`src/logic/sv39_pkg.sv`:
```
package sv39_pkg;

    localparam int num_walkers       = 4;
    localparam int va_width          = 39;
    localparam int pa_width          = 56;
    localparam int ppn_width         = 44;
    localparam int vpn_width         = 9;
    localparam int page_offset_width = 12;
    localparam int pte_width         = 64;

    // round-robin pointer into the walker array
    localparam int walker_idx_width  = (num_walkers > 1) ? $clog2(num_walkers) : 1;

    // Sv39 PTE, bit 0 is v
    typedef struct packed {
        logic [pte_width-ppn_width-11:0] reserved;
        logic [ppn_width-1:0]            ppn;
        logic [1:0]                      rsw;
        logic                            d;
        logic                            a;
        logic                            g;
        logic                            u;
        logic                            x;
        logic                            w;
        logic                            r;
        logic                            v;
    } pte_t;

    typedef struct packed {
        logic [va_width-1:0]  va;
        logic [ppn_width-1:0] root_ppn;
    } walk_req_t;

    typedef struct packed {
        logic [va_width-1:0] va;
        logic [pa_width-1:0] pa;
        logic                fault;
        logic [1:0]          fault_level;  // level where the walk stopped
    } walk_rsp_t;

    // byte address of one PTE
    typedef logic [pa_width-1:0] mem_read_t;

    typedef enum logic [1:0] {
        idle,
        read_pte,
        check,
        respond
    } walk_state_t;

endpackage

```
`src/logic/page_walker.sv`:
```
`timescale 1ns/1ps

module page_walker import sv39_pkg::*; (
    input  logic      clk,
    input  logic      reset,
    input  logic      start,
    input  walk_req_t walk_req,
    input  logic      rd_ack,
    input  pte_t      rd_data,
    input  logic      res_ack,
    output logic      busy,
    output logic      rd_req,
    output mem_read_t rd_addr,
    output logic      res_req,
    output walk_rsp_t res_data
);

    walk_state_t          state;
    logic [1:0]           level;
    walk_req_t            req_q;
    logic [ppn_width-1:0] table_ppn;
    pte_t                 pte_q;
    logic [pa_width-1:0]  pa_q;
    logic                 fault_q;
    logic [vpn_width-1:0] vpn_sel;
    logic                 is_leaf;
    logic                 walk_done;
    logic                 walk_fault;

    // VPN slice for the current level
    always_comb begin
        case (level)
            2'd2:    vpn_sel = req_q.va[page_offset_width + 2*vpn_width +: vpn_width];
            2'd1:    vpn_sel = req_q.va[page_offset_width + vpn_width +: vpn_width];
            default: vpn_sel = req_q.va[page_offset_width +: vpn_width];
        endcase
    end

    assign is_leaf = pte_q.r | pte_q.x;

    // stop on invalid, on any leaf, or at the last level
    assign walk_done = !pte_q.v || is_leaf || (level == 2'd0);

    // a leaf is only legal at level 0, and level 0 must be a leaf
    assign walk_fault = !pte_q.v || (is_leaf != (level == 2'd0));

    assign busy   = (state != idle);
    assign rd_req = (state == read_pte);

    // table base plus 8 bytes per entry
    assign rd_addr = {table_ppn, vpn_sel, 3'b000};

    assign res_data = '{
        va:          req_q.va,
        pa:          pa_q,
        fault:       fault_q,
        fault_level: level
    };

    always_ff @(posedge clk or posedge reset) begin
        if (reset) begin
            state   <= idle;
            level   <= 2'd2;
            res_req <= 1'b0;
        end else begin
            case (state)
                idle: begin
                    if (start) begin
                        state <= read_pte;
                        level <= 2'd2;
                    end
                end
                read_pte: begin
                    if (rd_ack) begin
                        state <= check;
                    end
                end
                check: begin
                    // wait for the read ack to drop before moving on
                    if (!rd_ack) begin
                        if (walk_done) begin
                            state   <= respond;
                            res_req <= 1'b1;
                        end else begin
                            level <= level - 2'd1;
                            state <= read_pte;
                        end
                    end
                end
                respond: begin
                    if (res_req && res_ack) begin
                        res_req <= 1'b0;
                    end else if (!res_req && !res_ack) begin
                        state <= idle;  // handshake complete
                    end
                end
                default: begin
                    state <= idle;
                end
            endcase
        end
    end

    always_ff @(posedge clk) begin
        if (state == idle && start) begin
            req_q     <= walk_req;
            table_ppn <= walk_req.root_ppn;
        end
        if (state == read_pte && rd_ack) begin
            pte_q <= rd_data;
        end
        if (state == check && !rd_ack) begin
            if (walk_done) begin
                fault_q <= walk_fault;
                if (walk_fault) begin
                    pa_q <= '0;
                end else begin
                    pa_q <= {pte_q.ppn, req_q.va[page_offset_width-1:0]};
                end
            end else begin
                table_ppn <= pte_q.ppn;  // next table
            end
        end
    end

endmodule

```
`config.mk`:
```
export PLATFORM = sky130hd
export DESIGN_NAME = page_walker
export DESIGN_NICKNAME = d
export VERILOG_FILES = /design/src/logic/sv39_pkg.sv /design/src/logic/page_walker.sv
export SDC_FILE = /design/constraint.sdc
export NUM_CORES = 1
export LEC_CHECK = 0
export BUFFER_PORTS_ARGS = -buffer_cell sky130_fd_sc_hd__buf_2
export CAP_MARGIN = 5
export CORE_MARGIN = 4
export CORE_UTILIZATION = 35
export DETAILED_ROUTE_END_ITERATION = 6
export GPL_ROUTABILITY_DRIVEN = 0
export SKIP_LAST_GASP = 1
export SLEW_MARGIN = 20
export SYNTH_ARGS = -nofsm -noshare
export SYNTH_HDL_FRONTEND = slang
export SYNTH_SLANG_ARGS = --single-unit
```
`constraint.sdc`:
```
create_clock -name clk -period 5.4 [get_ports clk]
set_input_delay 0.81 -clock clk [delete_from_list [all_inputs] [get_ports clk]]
set_output_delay 0.81 -clock clk [all_outputs]
set_load 0.005 [all_outputs]
```
==> flow_metrics.env, run 1 <==
export IMPL_status="completed"
export IMPL_wl_per_cell_um=17.82
export IMPL_die_area_um2=23600
export IMPL_fin_crit_ns=3.009
export IMPL_dr_pass1_iters=4
export IMPL_syn_avg_cell_area_um2=17.18
export IMPL_rsz0062_at_grt="no"
export IMPL_drt_total_wl_mm=18.00
export IMPL_finalNonFillerCells=1010
export IMPL_grt_start_max_net_pins=49
export IMPL_clock_skew_ns=0.01315
export IMPL_finalSetupTns_ns=0
export IMPL_syn_cell_area_um2=7423
export IMPL_max_freq_mhz=332.4
export IMPL_postCtsSetupRepairBufs=0
export IMPL_n_fill_cell=1881
export IMPL_h_tree_depth=4
export IMPL_ys_warn_count=0
export IMPL_vdd_drop_max_uv=281.4
export IMPL_critical_path_arrival_ns=2.20
export IMPL_drtIter0Drc=180
export IMPL_setup_slack_ns=2.391
export IMPL_required_ns=4.59
export IMPL_crit_slowest_cell="ha_1"
export IMPL_p_per_area_nw_per_um2=509.7
export IMPL_r2r_end="table_ppn[23]"
export IMPL_fin_nets=875
export IMPL_overflow=0
export IMPL_cts_root_buf="clkbuf_16"
export IMPL_async_flop_share_pct=2.604
export IMPL_layout_worst_path_cycle_share_pct=55.72
export IMPL_p_leak_uw=0.004165
export IMPL_grtUsageTotal_pct=15.17
export IMPL_clock_latency_ns=0.43
export IMPL_holdCritPathClass="primary input to async pin"
export IMPL_drive_above_1_share_pct=52.25
export IMPL_final_max_slew_violation_count=0
export IMPL_worst_slew_pin_slew_ns=0.9956
export IMPL_pre_cts_ws_ns=2.534
export IMPL_vias_per_cell=4.478
export IMPL_syn_inst=432
export IMPL_drv_cap=0
export IMPL_worstSetupStartpointType="flop"
export IMPL_synth_seq_cells=192
export IMPL_grt_pass1_wl_mm=28.00
export IMPL_synth_distinct_cells=39
export IMPL_start_util_pct=35.43
export IMPL_hold_viol=0
export IMPL_cp_max_fo=19
export IMPL_ff2ff_path_depth=5
export IMPL_antenna_left=0
export IMPL_grt_pass1_vias=5024
export IMPL_path_cells="inv_1 -> ha_1 -> nor2_1 -> a21oi_1 -> buf_2"
export IMPL_hold_worst_slack_ns=0.2755
export IMPL_cts_tree="done"
export IMPL_dp_final_hpwl_mm=12.95
export IMPL_path_clk_slew_ns=0.08
export IMPL_vias=4523
export IMPL_crit_type="flop to primary output"
export IMPL_die_height_um=153.6
export IMPL_cts_repair_resized=0
export IMPL_die_w_um=153.6
export IMPL_cts_sinks=192
export IMPL_syn2layout_area_growth_pct=30.81
export IMPL_finalSetupViolations=0
export IMPL_worst_r2r_startpoint="level[1]"
export IMPL_num_rows=53
export IMPL_cp_end_kind="primary output"
export IMPL_cts_hold_buf=0
export IMPL_synth_seq_area_share_pct=71.41
export IMPL_io_buffers=288
export IMPL_slowest_delay_ns=0.64
export IMPL_grt_antenna_before_repair=3
export IMPL_cts_made_buffers=17
export IMPL_io_pin_count=309
export IMPL_cts_buffer_depth=2
export IMPL_r2r_setup_slack_ns=2.65
export IMPL_drc=0
export IMPL_core_area_um2=20960
export IMPL_placed_cells=976
export IMPL_synth_edff_count=143
export IMPL_ys_flop_type="edfxtp_1"
export IMPL_max_slew_margin_rel_pct=33.63
==> through the flow <==
step | util [%] | power [uW] | instance area (um2)
after floorplan | - | 3098 | 7431
after global placement | 43.47 | 3693 | 9110
after detailed placement | 43.47 | 3741 | 9110
after CTS | 46.32 | 5033 | 9706
after global routing | 46.33 | 5255 | 9708
final | 46.34 | 4950 | 9711
==> synth_stat cells, drive strengths merged, types with 2 or more instances <==
library cell | instances | area, um2
edfxtp | 143 | 4294
mux2 | 88 | 1141
and2 | 57 | 356.6
dfxtp | 44 | 880.8
buf | 19 | 141.4
nor2 | 13 | 48.80
a21oi | 10 | 50.05
a22oi | 9 | 67.56
clkbuf | 7 | 26.28
inv | 5 | 18.77
dfrtp | 4 | 100.1
nand3 | 4 | 32.53
o21ai | 4 | 20.02
ha | 3 | 37.54
nand2 | 3 | 11.26
a21boi | 2 | 15.02
or3 | 2 | 12.51
==> power by group <==
part | internal (uW) | switching (uW)
sequential | 2030 | 188
combinational | 781 | 678
clock | 665 | 608
total | 3480 | 1470
==> sequential cells by signal, summed over array words and instances (netlist names) <==
signal,count
pa_q,56
pte_q,47
table_ppn,44
res_data,39
level,2
state,2
fault_q,1
res_req,1
==> routing by layer <==
metal  GRT usage, %  vias to the layer above  routed length [um]
met5              0                        -                  21
met4          3.406                        4                 167
met3          6.136                       16                1684
met2          25.19                      226                8522
met1          18.73                     2119                7606
li1               -                     2158                   -
==> critical path: cells and delay by family (launching register included) <==
family / cells / cell delay (ns)
AOI/OAI and AO/OA: 1 / 0.25
adders and majority gates: 1 / 0.64
buffers and inverters: 2 / 0.23
DFF: 1 / 0.56
and+or+nand+nor: 1 / 0.10
==> cells in the final DEF (no fill, tap or decap), drive strengths merged, types with 9 or more instances in the layout <==
master	synthesis	routed
and2	57	57
dfxtp	44	44
a22oi	9	9
buf	19	293
mux2	88	88
nor2	13	13
inv	5	13
clkbuf	7	18
edfxtp	143	143
a21oi	10	10
==> worst max path at each step <==
stage	from	cells past startpoint	to	slack (ns)
after floorplan	rd_ack	2	pte_q[0]	2.06
after global placement	rd_ack	4	pa_q[4]	2.58
after detailed placement	rd_ack	4	pa_q[6]	2.53
after CTS	level[1]	5	rd_addr[4]	2.33
after global routing	level[1]	5	rd_addr[4]	2.17
final	level[1]	5	rd_addr[4]	2.39
==> cell families (layout without fill, tap and decap cells) <==
family / Yosys count / after routing / share of synthesized area, %
multiplexers: 88 / 88 / 15.37
AO/OA/AOI/OAI: 32 / 32 / 3.051
adder cells (fa/ha/maj): 3 / 3 / 0.5057
buffers and inverters: 31 / 330 / 2.511
flip-flops: 192 / 192 / 71.41
other: 1 / 5 / 0.05052
AND/OR/NAND/NOR: 85 / 85 / 7.096
==> cell type report <==
cell class                 instances  area, um2  share of cell area (%)
antenna                            2      5.005                 0.05154
clock buffer                      18      429.2                   4.420
clock inverter                    14      166.4                   1.714
inverter                           5      18.77                  0.1933
multi-input combinational        211       1967                   20.26
sequential                       192       5301                   54.59
tap                              275      344.1                   3.543
timing repair buffer             293       1479                   15.23
Power figures use the tool's default switching activity.
==> run 2, diff against run 1 <==
clock period = 2.93 ns   (was 5.4 ns; I/O delays follow)
==> run 2 against run 1 <==
Critical path depth did not move. Flip-flop and latch count did not move. Non-clock buffer count rose by 5. First-iteration DRC count did not move. Worst setup slack got worse by 2.0 ns. Die area did not move. Design area rose by 0.41%. Sequential share of layout area fell by 0.22 points. Clock-buffer cell count fell by 1. Clock power rose by 77%. Largest cell class unchanged. Highest routed layer unchanged.
==> flow_metrics.env, run 2 (synthesized netlist as in run 1, its figures left out) <==
export IMPL_drtIter0Drc=180
export IMPL_die_w_um=153.6
export IMPL_cp_end_kind="primary output"
export IMPL_vias=4532
export IMPL_r2r_setup_slack_ns=0.66
export IMPL_worstSetupStartpointType="flop"
export IMPL_drive_above_1_share_pct=52.57
export IMPL_worst_r2r_startpoint="level[1]"
export IMPL_cts_tree="done"
export IMPL_path_clk_slew_ns=0.08
export IMPL_dp_final_hpwl_mm=13.05
export IMPL_grt_antenna_before_repair=2
export IMPL_rsz0062_at_grt="no"
export IMPL_io_pin_count=309
export IMPL_fin_crit_ns=2.533
export IMPL_pre_cts_ws_ns=0.6408
export IMPL_cts_repair_resized=0
export IMPL_diodes=0
export IMPL_start_util_pct=35.43
export IMPL_r2r_end="pa_q[1]"
export IMPL_grt_pass1_wl_mm=27.10
export IMPL_p_leak_uw=0.004180
export IMPL_cp_startpoint="level[1]"
export IMPL_wl_per_cell_um=17.59
export IMPL_clock_skew_ns=0.01626
export IMPL_finalSetupTns_ns=0
export IMPL_syn2layout_area_growth_pct=31.35
export IMPL_final_common_cell="buf_2"
export IMPL_setup_worst_path_end="rd_addr[3]"
export IMPL_crit_type="flop to primary output"
export IMPL_n_fill_cell=1887
export IMPL_num_rows=53
export IMPL_critical_path_arrival_ns=2.09
export IMPL_antenna_left=0
export IMPL_cts_sinks=192
export IMPL_final_cell_mix="buf_2 (288), edfxtp_1 (143), and2_1 (57)"
export IMPL_drv_cap=0
export IMPL_cts_buffer_depth=2
export IMPL_ff2ff_path_depth=6
export IMPL_layout_worst_path_cycle_share_pct=86.44
export IMPL_reg_top3="pa_q: 56 flops, pte_q: 47 flops, table_ppn: 44 flops"
export IMPL_hold_viol=0
export IMPL_max_freq_mhz=394.9
export IMPL_dr_pass1_iters=4
export IMPL_cts_made_buffers=17
export IMPL_setup_slack_ns=0.3975
export IMPL_finalSetupViolations=0
export IMPL_largest_reg_flops=56
export IMPL_holdCritPathClass="primary input to flop"
export IMPL_vdd_drop_max_uv=497.5
export IMPL_die_height_um=153.6
export IMPL_grtUsageTotal_pct=14.75
export IMPL_required_ns=2.49
export IMPL_top_register="pa_q"
export IMPL_final_max_slew_violation_count=0
export IMPL_clock_latency_ns=0.42
export IMPL_drt_total_wl_mm=17.82
export IMPL_grt_start_max_net_pins=84
export IMPL_grt_pass1_vias=4802
export IMPL_p_per_area_nw_per_um2=927.7
export IMPL_cp_max_fo=19
export IMPL_max_slew_margin_rel_pct=62.06
export IMPL_worst_slew_pin_slew_ns=0.5691
export IMPL_io_buffers=288
export IMPL_cts_root_buf="clkbuf_16"
export IMPL_hold_worst_slack_ns=0.1852
export IMPL_vias_per_cell=4.474
export IMPL_fin_nets=880
export IMPL_status="completed"
export IMPL_overflow=0
export IMPL_h_tree_depth=4
export IMPL_die_area_um2=23600
export IMPL_drc=0
export IMPL_core_area_um2=20960
==> run 2: through the flow <==
stage | std cells | utilization [%] | cell area [um2] | total power (uW)
floorplan | 434 | - | 7433 | 5707
global placement | 980 | 43.74 | 9165 | 6842
detailed placement | 980 | 43.74 | 9165 | 6918
CTS | 1013 | 46.53 | 9751 | 9196
global route | 1013 | 46.53 | 9751 | 9591
finish | 1013 | 46.53 | 9751 | 9046
==> run 2: final cells by class <==
| cell class | instances | area, um2 | share of cell area, % |
|---|---|---|---|
| flip-flops and latches | 192 | 5301 | 54.37 |
| clock buffers | 17 | 425.4 | 4.363 |
| inverters | 5 | 18.77 | 0.1925 |
| clock inverters | 15 | 150.1 | 1.540 |
| repair buffers | 298 | 1544 | 15.83 |
| well taps | 275 | 344.1 | 3.529 |
| multi-input cells | 211 | 1967 | 20.17 |
==> run 2: power breakdown <==
part	switching (uW)	internal, uW	leakage [uW]
Combinational	1260	1470	0.00213
Sequential	327	3740	0.00177
Clock	1110	1130	0.000277
Total	2700	6340	0.00418
==> run 2: worst min-delay path by stage <==
stage / slack (ns) / depth (start not counted) / start / endpoint
3_3_place_gp: 0.36 / 2 / reset / level[0]
6_report: 0.19 / 1 / walk_req[81] / res_data[96]
4_1_cts: 0.16 / 1 / walk_req[71] / res_data[86]
2_1_floorplan: 0.22 / 1 / reset / level[0]
3_5_place_dp: 0.37 / 2 / reset / level[0]
5_1_grt: 0.15 / 1 / walk_req[62] / res_data[77]
==> run 2: layer usage <==
layer | up-vias | GRT usage [%] | routed length, um
met5 | - | 0 | 27
met2 | 207 | 24.63 | 8570
li1 | 2166 | - | -
met3 | 13 | 5.910 | 1595
met4 | 4 | 3.532 | 138
met1 | 2142 | 18.02 | 7491
==> run 2: timing repair <==
item,in CTS,in global routing
setup buffers,0,0
endpoints found under the hold margin,4,0
setup endpoints to repair,0,0
hold buffers,1,0
==> run 2: critical path, cell delays in order, from the launching register on <==
cell and delay, ns:
dfstp_2 0.55, inv_1 0.06, ha_1 0.64, nor2_1 0.07
a21oi_1 0.19, buf_2 0.16
