===== src/logic/sv39_pkg.sv =====
package sv39_pkg;

    localparam int num_walkers       = 4;
    localparam int va_width          = 39;
    localparam int pa_width          = 56;
    localparam int ppn_width         = 44;
    localparam int vpn_width         = 9;
    localparam int page_offset_width = 12;
    localparam int pte_width         = 64;

    // round-robin pointer into the walker array
    localparam int walker_idx_width  = (num_walkers > 1) ? $clog2(num_walkers) : 1;

    // Sv39 PTE, bit 0 is v
    typedef struct packed {
        logic [pte_width-ppn_width-11:0] reserved;
        logic [ppn_width-1:0]            ppn;
        logic [1:0]                      rsw;
        logic                            d;
        logic                            a;
        logic                            g;
        logic                            u;
        logic                            x;
        logic                            w;
        logic                            r;
        logic                            v;
    } pte_t;

    typedef struct packed {
        logic [va_width-1:0]  va;
        logic [ppn_width-1:0] root_ppn;
    } walk_req_t;

    typedef struct packed {
        logic [va_width-1:0] va;
        logic [pa_width-1:0] pa;
        logic                fault;
        logic [1:0]          fault_level;  // level where the walk stopped
    } walk_rsp_t;

    // byte address of one PTE
    typedef logic [pa_width-1:0] mem_read_t;

    typedef enum logic [1:0] {
        idle,
        read_pte,
        check,
        respond
    } walk_state_t;

endpackage


===== src/logic/walk_dispatch.sv =====
`timescale 1ns/1ps

module walk_dispatch import sv39_pkg::*; (
    input  logic                   clk,
    input  logic                   reset,
    input  logic                   req_valid,
    input  walk_req_t              req_data,
    input  logic [num_walkers-1:0] walk_busy,
    output logic                   req_ack,
    output logic [num_walkers-1:0] walk_start,
    output walk_req_t              walk_req
);

    logic [num_walkers-1:0] idle_onehot;
    logic                   any_idle;

    // priority encoder, lowest idle walker wins
    always_comb begin : pick_walker
        logic found;
        found = 1'b0;
        idle_onehot = '0;
        for (int i = 0; i < num_walkers; i++) begin
            if (!walk_busy[i] && !found) begin
                idle_onehot[i] = 1'b1;
                found = 1'b1;
            end
        end
    end

    assign any_idle = |idle_onehot;

    // four-phase acceptance, one start pulse per accepted request
    always_ff @(posedge clk or posedge reset) begin
        if (reset) begin
            req_ack    <= 1'b0;
            walk_start <= '0;
        end else begin
            walk_start <= '0;
            if (!req_ack) begin
                if (req_valid && any_idle) begin
                    req_ack    <= 1'b1;
                    walk_start <= idle_onehot;
                end
            end else if (!req_valid) begin
                req_ack <= 1'b0;  // phase 4
            end
        end
    end

    // shared payload, sampled by the started walker on the next edge
    always_ff @(posedge clk) begin
        if (!req_ack && req_valid && any_idle) begin
            walk_req <= req_data;
        end
    end

endmodule


===== config.mk =====
export PLATFORM = sky130hd
export DESIGN_NAME = walk_dispatch
export DESIGN_NICKNAME = d
export VERILOG_FILES = /design/src/logic/sv39_pkg.sv /design/src/logic/walk_dispatch.sv
export SDC_FILE = /design/constraint.sdc
export NUM_CORES = 1
export LEC_CHECK = 0
export ABC_AREA = 1
export BUFFER_PORTS_ARGS = -buffer_cell sky130_fd_sc_hd__buf_4
export CORE_AREA = 2 2 107 109
export DETAILED_ROUTE_END_ITERATION = 8
export DIE_AREA = 0 0 109 111
export GPL_TIMING_DRIVEN = 0
export PLACE_DENSITY = 0.6
export SYNTH_ARGS = -nofsm -noshare
export SYNTH_HDL_FRONTEND = slang
export SYNTH_SLANG_ARGS = --single-unit

===== constraint.sdc =====
create_clock -name clk -period 3.5 [get_ports clk]
set_input_delay 0.35 -clock clk [delete_from_list [all_inputs] [get_ports clk]]
set_output_delay 0.35 -clock clk [all_outputs]
set_load 0.005 [all_outputs]

==> results of run 1 <==
synth_stat cells (all sizes together):
cell	n	area share (%)
nor2	4	0.56
nand2	5	0.70
nand3b	2	0.56
nand3	2	0.37
nor3	1	0.19
edfxtp	83	93
dfrtp	5	4.6
inv	3	0.42
cell usage in the layout (no fill, tap or decap), types with 2 or more instances in the layout:
master	instances
buf_4	177
clkbuf_16	9
clkinv_2	5
dfrtp_1	5
edfxtp_1	83
inv_1	3
nand2_1	4
nand3_1	2
nand3b_1	2
nor2_1	4
sequential cells by signal, summed over array words and instances (netlist names):
register	cells
walk_start	4
walk_req	83
req_ack	1
path summary, 6_finish.rpt:
path | start | to | slack (ns) | cells after the start
min reg2reg | req_ack$_DFF_PP0_ | walk_start[1]$_DFF_PP0_ | 0.51 | 1
max reg2reg | req_ack$_DFF_PP0_ | walk_req[59]$_DFFE_PP_ | 1.69 | 4
min | walk_busy[2] | walk_start[2]$_DFF_PP0_ | 0.19 | 2
min in group asynchronous | reset | walk_start[2]$_DFF_PP0_ | 0.48 | 3
max in group asynchronous | reset | req_ack$_DFF_PP0_ | 2.85 | 3
max | req_ack$_DFF_PP0_ | walk_req[59]$_DFFE_PP_ | 1.69 | 4
power by group through the flow:
stage | logic [mW] | registers, mW | clock network, mW
after detailed placement | 0.354 | 1.36 | 0
after CTS | 0.355 | 1.34 | 0.867
after global routing | 0.376 | 1.35 | 0.909
final | 0.345 | 1.34 | 0.829
after floorplan | 0.0554 | 1.39 | 0
after global placement | 0.336 | 1.38 | 0
cell type report:
type                       instances  area [um^2]  share of cell area, %
inverter                           3         11.3                  0.251
sequential                        88         2620                   58.3
clock inverter                     5         25.0                  0.557
timing repair buffer             179         1360                   30.3
clock buffer                      10          229                   5.10
tap                              143          179                   3.98
multi-input combinational         14         71.3                   1.59
stage by stage:
step	hold WS (ns)	total power, mW	utilization, %	instances
floorplan	0.129	1.44	-	105
global placement	0.265	1.72	37.9	425
detailed placement	0.273	1.72	38.2	426
CTS	0.168	2.56	40.6	442
global route	0.178	2.64	40.6	442
finish	0.194	2.51	40.6	442
worst max-delay path, stage by stage, from the launching register on:
cell,delay [ns]
dfrtp_1,0.42
inv_1,0.09
nand3b_1,0.17
nand2_4,0.48
buf_12,0.31
kinds of logic (layout without fill, tap and decap cells):
logic type	after synthesis	after routing	synth area share [%]
flops	88	88	97.2
simple gates	14	14	2.37
buf+inv	3	197	0.418
metal layers:
metal,routed length [um],GRT usage [%],vias to the layer above,share of wire (%)
li1,-,-,788,-
met1,2410,12.1,817,38
met2,3250,17.2,96,51
met3,664,4.94,5,10
met4,64,3.33,0,1.0
met5,0,0,-,0
==> summary.md, run 1 <==
| Metric | Value |
|---|---|
| Status | finished clean |
| Grt total ovfl | 0 |
| Seq cells post-synth | 88 |
| Clock power frac | 33.0% |
| RSZ-0062 raised after global routing | false |
| Initial antenna violation count | 0 |
| Initial core utilization | 24.3% |
| P_leak | about 1.9 nW |
| Antenna diodes | 0 |
| Buffers on Ports | 177 |
| Vias per cell | 3.86 |
| Die Area | around 0.012 mm^2 |
| Via count | approximately 1700 |
| Tmin final | around 1.8 ns |
| CP required | 3.51 ns |
| Largest net degree at the start of global routing | 44 |
| Final hold viol count | 0 |
| Mean Syn Cell Area | 25.6 um^2 |
| CTS tree | done |
| Routed WL | 6.39 mm |
| PwrDens | approximately 560 mW/mm^2 |
| Max cap viols | 0 |
| CP arrival | 1.82 ns |
| Share of layout cells above drive strength 1 | roughly 65% |
| # clock sinks | 88 |
| First-pass GRT wire length | around 9.5 mm |
| Row Count | 39 |
| Critical path class | reg -> reg |
| Critical Path Fanout Max | between 40 and 50 |
| Die Wd | 109 um |
| Setup-failing EPs final | 0 |
| Clock root buffer | clkbuf_16 |
| Count of filler cells inserted in the layout | 1038 |
| Layout Skew | 0.00505 ns |
| Switching Share | 21.5% |
| Final #Nets | 385 |
| Routed WL per cell | 14.5 um |
| Setup ws final | 1.69 ns |
| Internal power | 1.97 mW |
| VDD IR max | 0.216 mV |
| Slew of the pin with the lowest slew margin | 0.563 ns |
| Clock Tree Buf Depth | 2 |
| I/O pin cnt | approximately 180 |
| Vias in the first global route | 1849 |
| Fin crit share | between 50% and 60% |
| Crit path launch type | flop |
| Crit. End Element | flop |
| Post-Synthesis Cells | 105 |
| Max Freq | 0.552 GHz |
| # Post-CTS Setup Buffers | 0 |
| Pre-CTS setup slack | 1.62 ns |
| # H-tree levels | 3 |
| Area delta synth->final | 66.8% |
| Hpwl dp | a little under 5 mm |
| CTS buffer count | 9 |
| Total track usage | 10.5% |
| Cts repair resizes | 0 |
| Synth warnings | 0 |
| Synth unique cells | 8 |
| Placer congestion estimate | ~0.74 |
| Antenna-violating nets left | 0 |
| Seq pwr share | 53.3% |
| Comb power frac | around 14% |
| Slew headroom | 62.4% |
| Netlist Area Pre-Place | 0.00269 mm^2 |
| Fin area | approximately 0.0045 mm^2 |
| Area of placed instances | 0.00423 mm^2 |
| Mapped Nets | 195 |
| Clk pin slew, worst setup/hold paths | ~0.060 ns |
| Max-slew violations | 0 |
| Cts hold-fix bufs | 1 |
| Fin Setup TNS | 0 ns |
| Core Box Area | 0.0111 mm^2 |
| First-pass detailed-route iteration total | 4 |
| Net Sw Power | 0.540 mW |
| DR iter-0 viols | 37 |
| DIE HEIGHT | approximately 110 um |
| Clock latency at the later pin of the worst-skew pair | roughly 0.32 ns |
| Register area share after synthesis | 97.2% |
| Drt drc | 0 |
| Worst Hold Class | in -> reg |
No activity file was read; power rests on OpenSTA's default activity.
==> inputs of run 2 (changes only) <==
Settings changed: ABC_AREA 1 to 0.
Clock period 3.5 ns to 1.7 ns, I/O delays scaled along.
==> run 2 against run 1 <==
Global-route usage is 2.7 points higher; synthesized area hardly changed; total power increased by 94%; via count up 14%; clock skew is 0.0017 ns higher; flip-flop and latch count unchanged; largest power group unchanged; sequential power up 88%; non-clock buffer count up 72; maximum frequency is 14% higher; combinational power increased by 55%; clock power grew 120%; utilization rose by 7.0 points.
==> summary.md, run 2 <==
| Metric | Value |
|---|---|
| Number of flops mapped to enable cells by yosys | 83 (unchanged) |
| Share of layout cells above drive strength 1 | 55.9% (was 64.5%) |
| Drt drc | 0 (unchanged) |
| Simple-Gate Fraction of Synth Area | 2.04% (was 2.37%) |
| Slew headroom | 81.5% (was 62.4%) |
| Register area share after synthesis | 97.2% (about the same) |
| Count of filler cells inserted in the layout | 926 (was 1038) |
| Synth area leaders | edfxtp_1, dfrtp_1, nor4b_2, nand2b_4, a41oi_1 (was edfxtp_1, dfrtp_1, nand2_1, nand3b_1, nor2_1) |
| Row Count | 39 (unchanged) |
| Largest net degree at the start of global routing | 28 (was 44) |
| P_leak | 2.19 nW (was 1.90 nW) |
| Layout Skew | 0.00670 ns (was 0.00505 ns) |
| Post-synth top flop | edfxtp_1 (unchanged) |
| CTS tree | done (unchanged) |
| Slew of the pin with the lowest slew margin | 0.277 ns (was 0.563 ns) |
| Hpwl dp | 5.35 mm (was 4.85 mm) |
| I/O pin cnt | 178 (unchanged) |
| Post-synthesis mux area share | 0% (unchanged) |
| Critical path class | reg -> reg (unchanged) |
| Reg with most FFs | walk_req (unchanged) |
| Crit-path slowest cell | dfrtp_1 (was nand2_4) |
| Mean Syn Cell Area | 27.5 um^2 (was 25.6 um^2) |
| Total Power | 4.88 mW (was 2.51 mW) |
| XOR/XNOR Fraction of Synth Area | 0% (unchanged) |
| Cell taking the most area after synthesis | edfxtp_1 (unchanged) |
| Seq. cell area | 0.00262 mm^2 (unchanged) |
| CP arrival | 1.63 ns (was 1.82 ns) |
| Worst path cell trace | nand2b_4, a41oi_4, buf_16, buf_16 (was inv_1, nand3b_1, nand2_4, buf_12) |
| RSZ-0062 raised after global routing | false (unchanged) |
| Max-slew violations | 0 (unchanged) |
| Synth Area in Compound Gates | 0.650% (was 0%) |
| Total track usage | 13.2% (was 10.5%) |
| Crit. End Element | flop (unchanged) |
| Buffers on Ports | 177 (unchanged) |
| Commonest cells post-synth | edfxtp_1, dfrtp_1 (was edfxtp_1, dfrtp_1, nand2_1) |
| CP required | 1.73 ns (was 3.51 ns) |
| VDD IR max | 0.567 mV (was 0.216 mV) |
| Fin crit share | 93.8% (was 51.8%) |
| Largest family of logic cells by synthesized area | simple AND/OR/NAND/NOR gates (unchanged) |
| Adder-Cell Fraction of Synth Area | 0% (unchanged) |
| Via count | 1953 (was 1706) |
| Most frequent cells in the layout | buf_4, edfxtp_1, dlygate4sd3_1 (was buf_4, edfxtp_1, clkbuf_16) |
| Largest registers | walk_req x83, walk_start x4, req_ack x1 (unchanged) |
| Async set-reset flop share out of synthesis | 5.68% (unchanged) |
| Max reg flops | 83 (unchanged) |
| DIE HEIGHT | 111 um (unchanged) |
| Count leader, synth | edfxtp_1 (unchanged) |
| Clock root buffer | clkbuf_16 (unchanged) |
| Fin Setup TNS | 0 ns (unchanged) |
| Grt total ovfl | 0 (unchanged) |
| First-pass detailed-route iteration total | 3 (was 4) |
| Post-Synthesis Cells | 98 (was 105) |
| Area occupied by multi-input gates | 91.3 um^2 (was 71.3 um^2) |
| Critical Path Fanout Max | 24 (was 43) |
| Core Box Area | 0.0111 mm^2 (unchanged) |
| Max Freq | 0.627 GHz (was 0.552 GHz) |
| Worst Hold Class | in -> reg (unchanged) |
| Mapped Nets | 188 (was 195) |
| Top-area cell type share of the netlist area | 92.5% (was 92.6%) |
| Crit path launch type | flop (unchanged) |
| Status | finished clean (unchanged) |
| Synth unique cells | 12 (was 8) |
| Seq cells post-synth | 88 (unchanged) |
| Post-Route Utilization | 47.6% (was 40.6%) |
| Crit-path most repeated cell | buf_16 |
| Vias in the first global route | 2240 (was 1849) |
| Netlist Area Pre-Place | 0.00269 mm^2 (about the same) |
| Antenna diodes | 0 (unchanged) |
| Clock latency at the later pin of the worst-skew pair | 0.33 ns (was 0.32 ns) |
| Vias per cell | 3.84 (was 3.86) |
| DR iter-0 viols | 44 (was 37) |
| Routed WL per cell | 15.2 um (was 14.5 um) |
| Final #Nets | 450 (was 385) |
| Initial core utilization | 24.3% (about the same) |
| Initial antenna violation count | 0 (unchanged) |
| First-pass GRT wire length | 11.7 mm (was 9.47 mm) |
| Synth warnings | 0 (unchanged) |
| CTS buffer count | 9 (unchanged) |
| # clock sinks | 88 (unchanged) |
| Most common cell after layout, fill and taps aside | buf_4 (unchanged) |
| Max cap viols | 0 (unchanged) |
| Area delta synth->final | 95.7% (was 66.8%) |
| Die Wd | 109 um (unchanged) |
| Hold Slack | 0.0192 ns (was 0.194 ns) |
| Die Area | 0.0121 mm^2 (unchanged) |
| # H-tree levels | 3 (unchanged) |
| PwrDens | 926 mW/mm^2 (was 560 mW/mm^2) |
| Placer congestion estimate | 0.733 (was 0.739) |
| Max stage delay on crit path | 0.41 ns (was 0.48 ns) |
| Final hold viol count | 0 (unchanged) |
| Setup-failing EPs final | 0 (unchanged) |
| Antenna-violating nets left | 0 (unchanged) |
| Routed WL | 7.70 mm (was 6.39 mm) |
| Tmin final | 1.59 ns (was 1.81 ns) |
| Clock Tree Buf Depth | 2 (unchanged) |
| Clk pin slew, worst setup/hold paths | 0.07 ns (was 0.06 ns) |
run 2: cell types whose count changed after synthesis, sizes merged, moves of 2 or more:
cell / previous run / this run
inv: 3 / 1
nand2: 5 / 2
nand3: 2 / 0
nand3b: 2 / 0
nor2: 4 / 1
run 2: path summary, 6_finish.rpt:
path                                            to               from  depth (start not counted)  slack (ns)
max                          walk_req[3]$_DFFE_PP_  req_ack$_DFF_PP0_                          4        0.11
min                         walk_req[48]$_DFFE_PP_       req_data[48]                          1        0.02
max reg2reg                  walk_req[3]$_DFFE_PP_  req_ack$_DFF_PP0_                          4        0.11
min reg2reg                      req_ack$_DFF_PP0_  req_ack$_DFF_PP0_                          1        0.58
max in group asynchronous  walk_start[1]$_DFF_PP0_              reset                          3        1.23
min in group asynchronous  walk_start[0]$_DFF_PP0_              reset                          3        0.30
run 2: timing repair:
action | CTS | global route
gates resized for setup | 0 | 0
hold buffers | 66 | 0
endpoints found under the setup margin | 51 | 0
buffers inserted | 5 | 0
hold endpoints to repair | 70 | 0
run 2: per-layer routing:
metal / vias up / part of all wire (%) / global-route usage, %
met1: 907 / 39 / 14.7
met4: 0 / 1.7 / 7.01
met3: 9 / 11 / 5.76
met2: 120 / 49 / 20.9
li1: 917 / - / -
met5: - / 0 / 0
run 2: area by class of cell:
| cell class | instances | area share [%] |
|---|---|---|
| clock inverter | 7 | 1.02 |
| inverter | 1 | 0.0712 |
| clock buffer | 9 | 4.27 |
| timing repair buffer | 251 | 39.9 |
| tap | 143 | 3.39 |
| multi-input combinational | 9 | 1.73 |
| sequential | 88 | 49.6 |
run 2: per-stage QoR:
step	setup slack, ns	cell area [um^2]	std cells
after floorplan	-0.860	2710	98
after global placement	-1.41	4220	418
after detailed placement	-0.179	4300	421
after CTS	0.116	5270	508
after global routing	0.0256	5270	508
final	0.105	5270	508
run 2: power breakdown:
group	switching [mW]	internal (mW)	total [mW]
Sequential	0.0290	2.49	2.52
Clock	0.835	1.00	1.84
Combinational	0.172	0.362	0.534
run 2: critical path, delay by kind of cell, from the launching register on:
kind            cells  cell delay [ns]
flops               1             0.41
compound gates      1             0.27
simple gates        1             0.18
buf+inv             2             0.40
run 2: logic make-up (layout without fill, tap and decap cells):
kind of cell | Yosys count | in the layout
AO/OA/AOI/OAI | 2 | 2
buffers and inverters | 1 | 268
flip-flops | 88 | 88
AND/OR/NAND/NOR | 7 | 7
==> inputs of run 3 (changes only) <==
Settings changed: CORE_AREA 2 2 107 109 to 2 2 98 100, DIE_AREA 0 0 109 111 to 0 0 100 102, PLACE_DENSITY 0.6 to 0.68.
==> run 3 against run 2 <==
First-iteration DRC count grew 6.8%; combinational power is 7.1% higher; via count rose by 6.8%; critical path type unchanged; critical endpoint is now walk_req[41]$_DFFE_PP_; sequential share of layout area decreased by 0.77 points; highest routed layer unchanged; clock skew increased by 0.0059 ns.
==> summary.md, run 3 (synthesized netlist as in run 2, its figures left out) <==
| Metric | Value |
|---|---|
| Tmin final | 1.55 ns (was 1.59 ns) |
| Reg2Reg Depth | 4 (unchanged) |
| Area occupied by multi-input gates | 91.3 um^2 (unchanged) |
| Count of filler cells inserted in the layout | 666 (was 926) |
| Clock Tree Buf Depth | 2 (unchanged) |
| I/O pin cnt | 178 (unchanged) |
| Hpwl dp | 5.18 mm (was 5.35 mm) |
| Routed WL per cell | 16.1 um (was 15.2 um) |
| Most frequent cells in the layout | buf_4, dlygate4sd3_1, edfxtp_1 (was buf_4, edfxtp_1, dlygate4sd3_1) |
| Max stage delay on crit path | 0.42 ns (was 0.41 ns) |
| Total Power | 4.57 mW (was 4.88 mW) |
| DIE HEIGHT | 102 um (was 111 um) |
| Pre-CTS setup slack | -0.186 ns (was -0.179 ns) |
| Slew headroom | 85.8% (was 81.5%) |
| Setup ws final | 0.149 ns (was 0.105 ns) |
| Drt drc | 0 (unchanged) |
| P_leak | 2.24 nW (was 2.19 nW) |
| Fin area | 0.00536 mm^2 (was 0.00527 mm^2) |
| Worst path bufs/invs | 2 (unchanged) |
| Cell count of the worst hold path | 2 (was 1) |
| Die Wd | 100 um (was 109 um) |
| Reg with most FFs | walk_req (unchanged) |
| CP arrival | 1.61 ns (was 1.63 ns) |
| Final #Nets | 469 (was 450) |
| Placer congestion estimate | 0.679 (was 0.733) |
| CP required | 1.75 ns (was 1.73 ns) |
| Clk pin slew, worst setup/hold paths | 0.10 ns (was 0.07 ns) |
| Critical path class | reg -> reg (unchanged) |
| Status | finished clean (unchanged) |
| Clock root buffer | clkbuf_8 (was clkbuf_16) |
| Row Count | 35 (was 39) |
| Die Area | 0.0102 mm^2 (was 0.0121 mm^2) |
| Worst Hold Class | in -> reg (unchanged) |
| Most common cell after layout, fill and taps aside | buf_4 (unchanged) |
| Max Freq | 0.645 GHz (was 0.627 GHz) |
| Area delta synth->final | 98.8% (was 95.7%) |
| Max-slew violations | 0 (unchanged) |
| Layout Skew | 0.0126 ns (was 0.00670 ns) |
| Vias per cell | 4.21 (was 3.84) |
| Grt total ovfl | 0 (unchanged) |
| Core Box Area | 0.00911 mm^2 (was 0.0111 mm^2) |
| First-pass detailed-route iteration total | 6 (was 3) |
| Crit path launch type | flop (unchanged) |
| # clock sinks | 88 (unchanged) |
| Largest net degree at the start of global routing | 28 (unchanged) |
| Buffers on Ports | 177 (unchanged) |
| Worst path top cell family by delay | flip-flops (unchanged) |
| Max cap viols | 0 (unchanged) |
| Clock latency at the later pin of the worst-skew pair | 0.35 ns (was 0.33 ns) |
| Initial antenna violation count | 0 (unchanged) |
| CTS tree | done (unchanged) |
| Crit-path slowest cell | dfrtp_1 (unchanged) |
| Met3 global-route usage | 5.47% (was 5.76%) |
| Seq. cell area | 0.00262 mm^2 (unchanged) |
| Crit. path cell count | 4 (unchanged) |
| Largest registers | walk_req x83, walk_start x4, req_ack x1 (unchanged) |
| Setup-failing EPs final | 0 (unchanged) |
| First-pass GRT wire length | 11.7 mm (about the same) |
| Max reg flops | 83 (unchanged) |
| Antenna-violating nets left | 0 (unchanged) |
| Antenna diodes | 0 (unchanged) |
| Final hold viol count | 0 (unchanged) |
| Worst path cell trace | nand2b_4, a41oi_4, buf_12, buf_16 (was nand2b_4, a41oi_4, buf_16, buf_16) |
| RSZ-0062 raised after global routing | false (unchanged) |
| Via count | 2085 (was 1953) |
| CTS buffer count | 9 (unchanged) |
| Critical Path Fanout Max | 24 (unchanged) |
| Share of layout cells above drive strength 1 | 52.3% (was 55.9%) |
| Met2 usage in global routing | 27.6% (was 20.9%) |
| Routed WL | 7.96 mm (was 7.70 mm) |
| Area of placed instances | 0.00426 mm^2 (was 0.00430 mm^2) |
| Slew of the pin with the lowest slew margin | 0.213 ns (was 0.277 ns) |
| VDD IR max | 0.570 mV (was 0.567 mV) |
| Met1 Track Usage GR | 17.0% (was 14.7%) |
| Initial core utilization | 29.6% (was 24.3%) |
| Total track usage | 15.6% (was 13.2%) |
| Crit. End Element | flop (unchanged) |
| Vias in the first global route | 2277 (was 2240) |
| # H-tree levels | 3 (unchanged) |
| Global route hottest layer | met2 (unchanged) |
| PwrDens | 853 mW/mm^2 (was 926 mW/mm^2) |
| Fin crit share | 91.2% (was 93.8%) |
| DR iter-0 viols | 47 (was 44) |
## run 3: cell count changes in the layout (fill, tap and decap cells not counted)
cell           change
buf_4              -3
bufinv_16          +1
clkbuf_1           +1
clkbuf_16          -9
clkbuf_8           +9
clkinv_1           -1
clkinvlp_4         -2
dlygate4sd3_1     +22
inv_8              +1
## run 3: final timing paths
check,startpoint,end,slack [ns]
setup reg to reg,req_ack$_DFF_PP0_,walk_req[41]$_DFFE_PP_,0.15
setup / recovery,req_ack$_DFF_PP0_,walk_req[41]$_DFFE_PP_,0.15
min in group asynchronous,reset,walk_start[1]$_DFF_PP0_,0.27
max in group asynchronous,reset,walk_start[0]$_DFF_PP0_,1.25
hold reg to reg,req_ack$_DFF_PP0_,req_ack$_DFF_PP0_,0.59
hold / removal,req_valid,req_ack$_DFF_PP0_,0.08
## run 3: power by group
group / internal (mW) / leakage [nW] / switching, mW
Combinational: 0.390 / 1.29 / 0.182
Clock: 0.707 / 0.103 / 0.773
Sequential: 2.48 / 0.845 / 0.0304
Total: 3.58 / 2.24 / 0.985
## run 3: repair_timing
action                     CTS  global route
hold endpoints to repair    92             0
hold buffers                88             0
buffers inserted             2             0
setup endpoints to repair   54             0
resized for setup            0             0
## run 3: metrics by stage
stage / setup TNS [ns] / cells / util [%] / hold slack (ns)
after floorplan: -71.41 / 98 / - / -0.0515
after global placement: -114.63 / 386 / 45.9 / 0.0858
after detailed placement: -4.07 / 389 / 46.7 / 0.0855
after CTS: 0 / 495 / 58.8 / 0.0560
after global routing: 0 / 495 / 58.8 / 0.0631
final: 0 / 495 / 58.8 / 0.0835
## run 3: final cells by class
type	instances	share of cell area, %
Clock inverter	6	1.43
Sequential cell	88	48.9
Clock buffer	10	2.38
Timing Repair Buffer	270	42.9
Tap cell	111	2.59
Multi-Input combinational cell	9	1.71
Inverter	1	0.0701
## run 3: worst reg2reg max path: stages, from the launching register on
cell and delay [ns]:
dfrtp_1 0.42, nand2b_4 0.19, a41oi_4 0.22, buf_12 0.22, buf_16 0.19
## run 3: per-layer routing
layer,share of wire (%),vias to the layer above
met5,0,-
met4,2.2,0
met3,8.1,13
met2,52,124
met1,38,992
li1,-,956
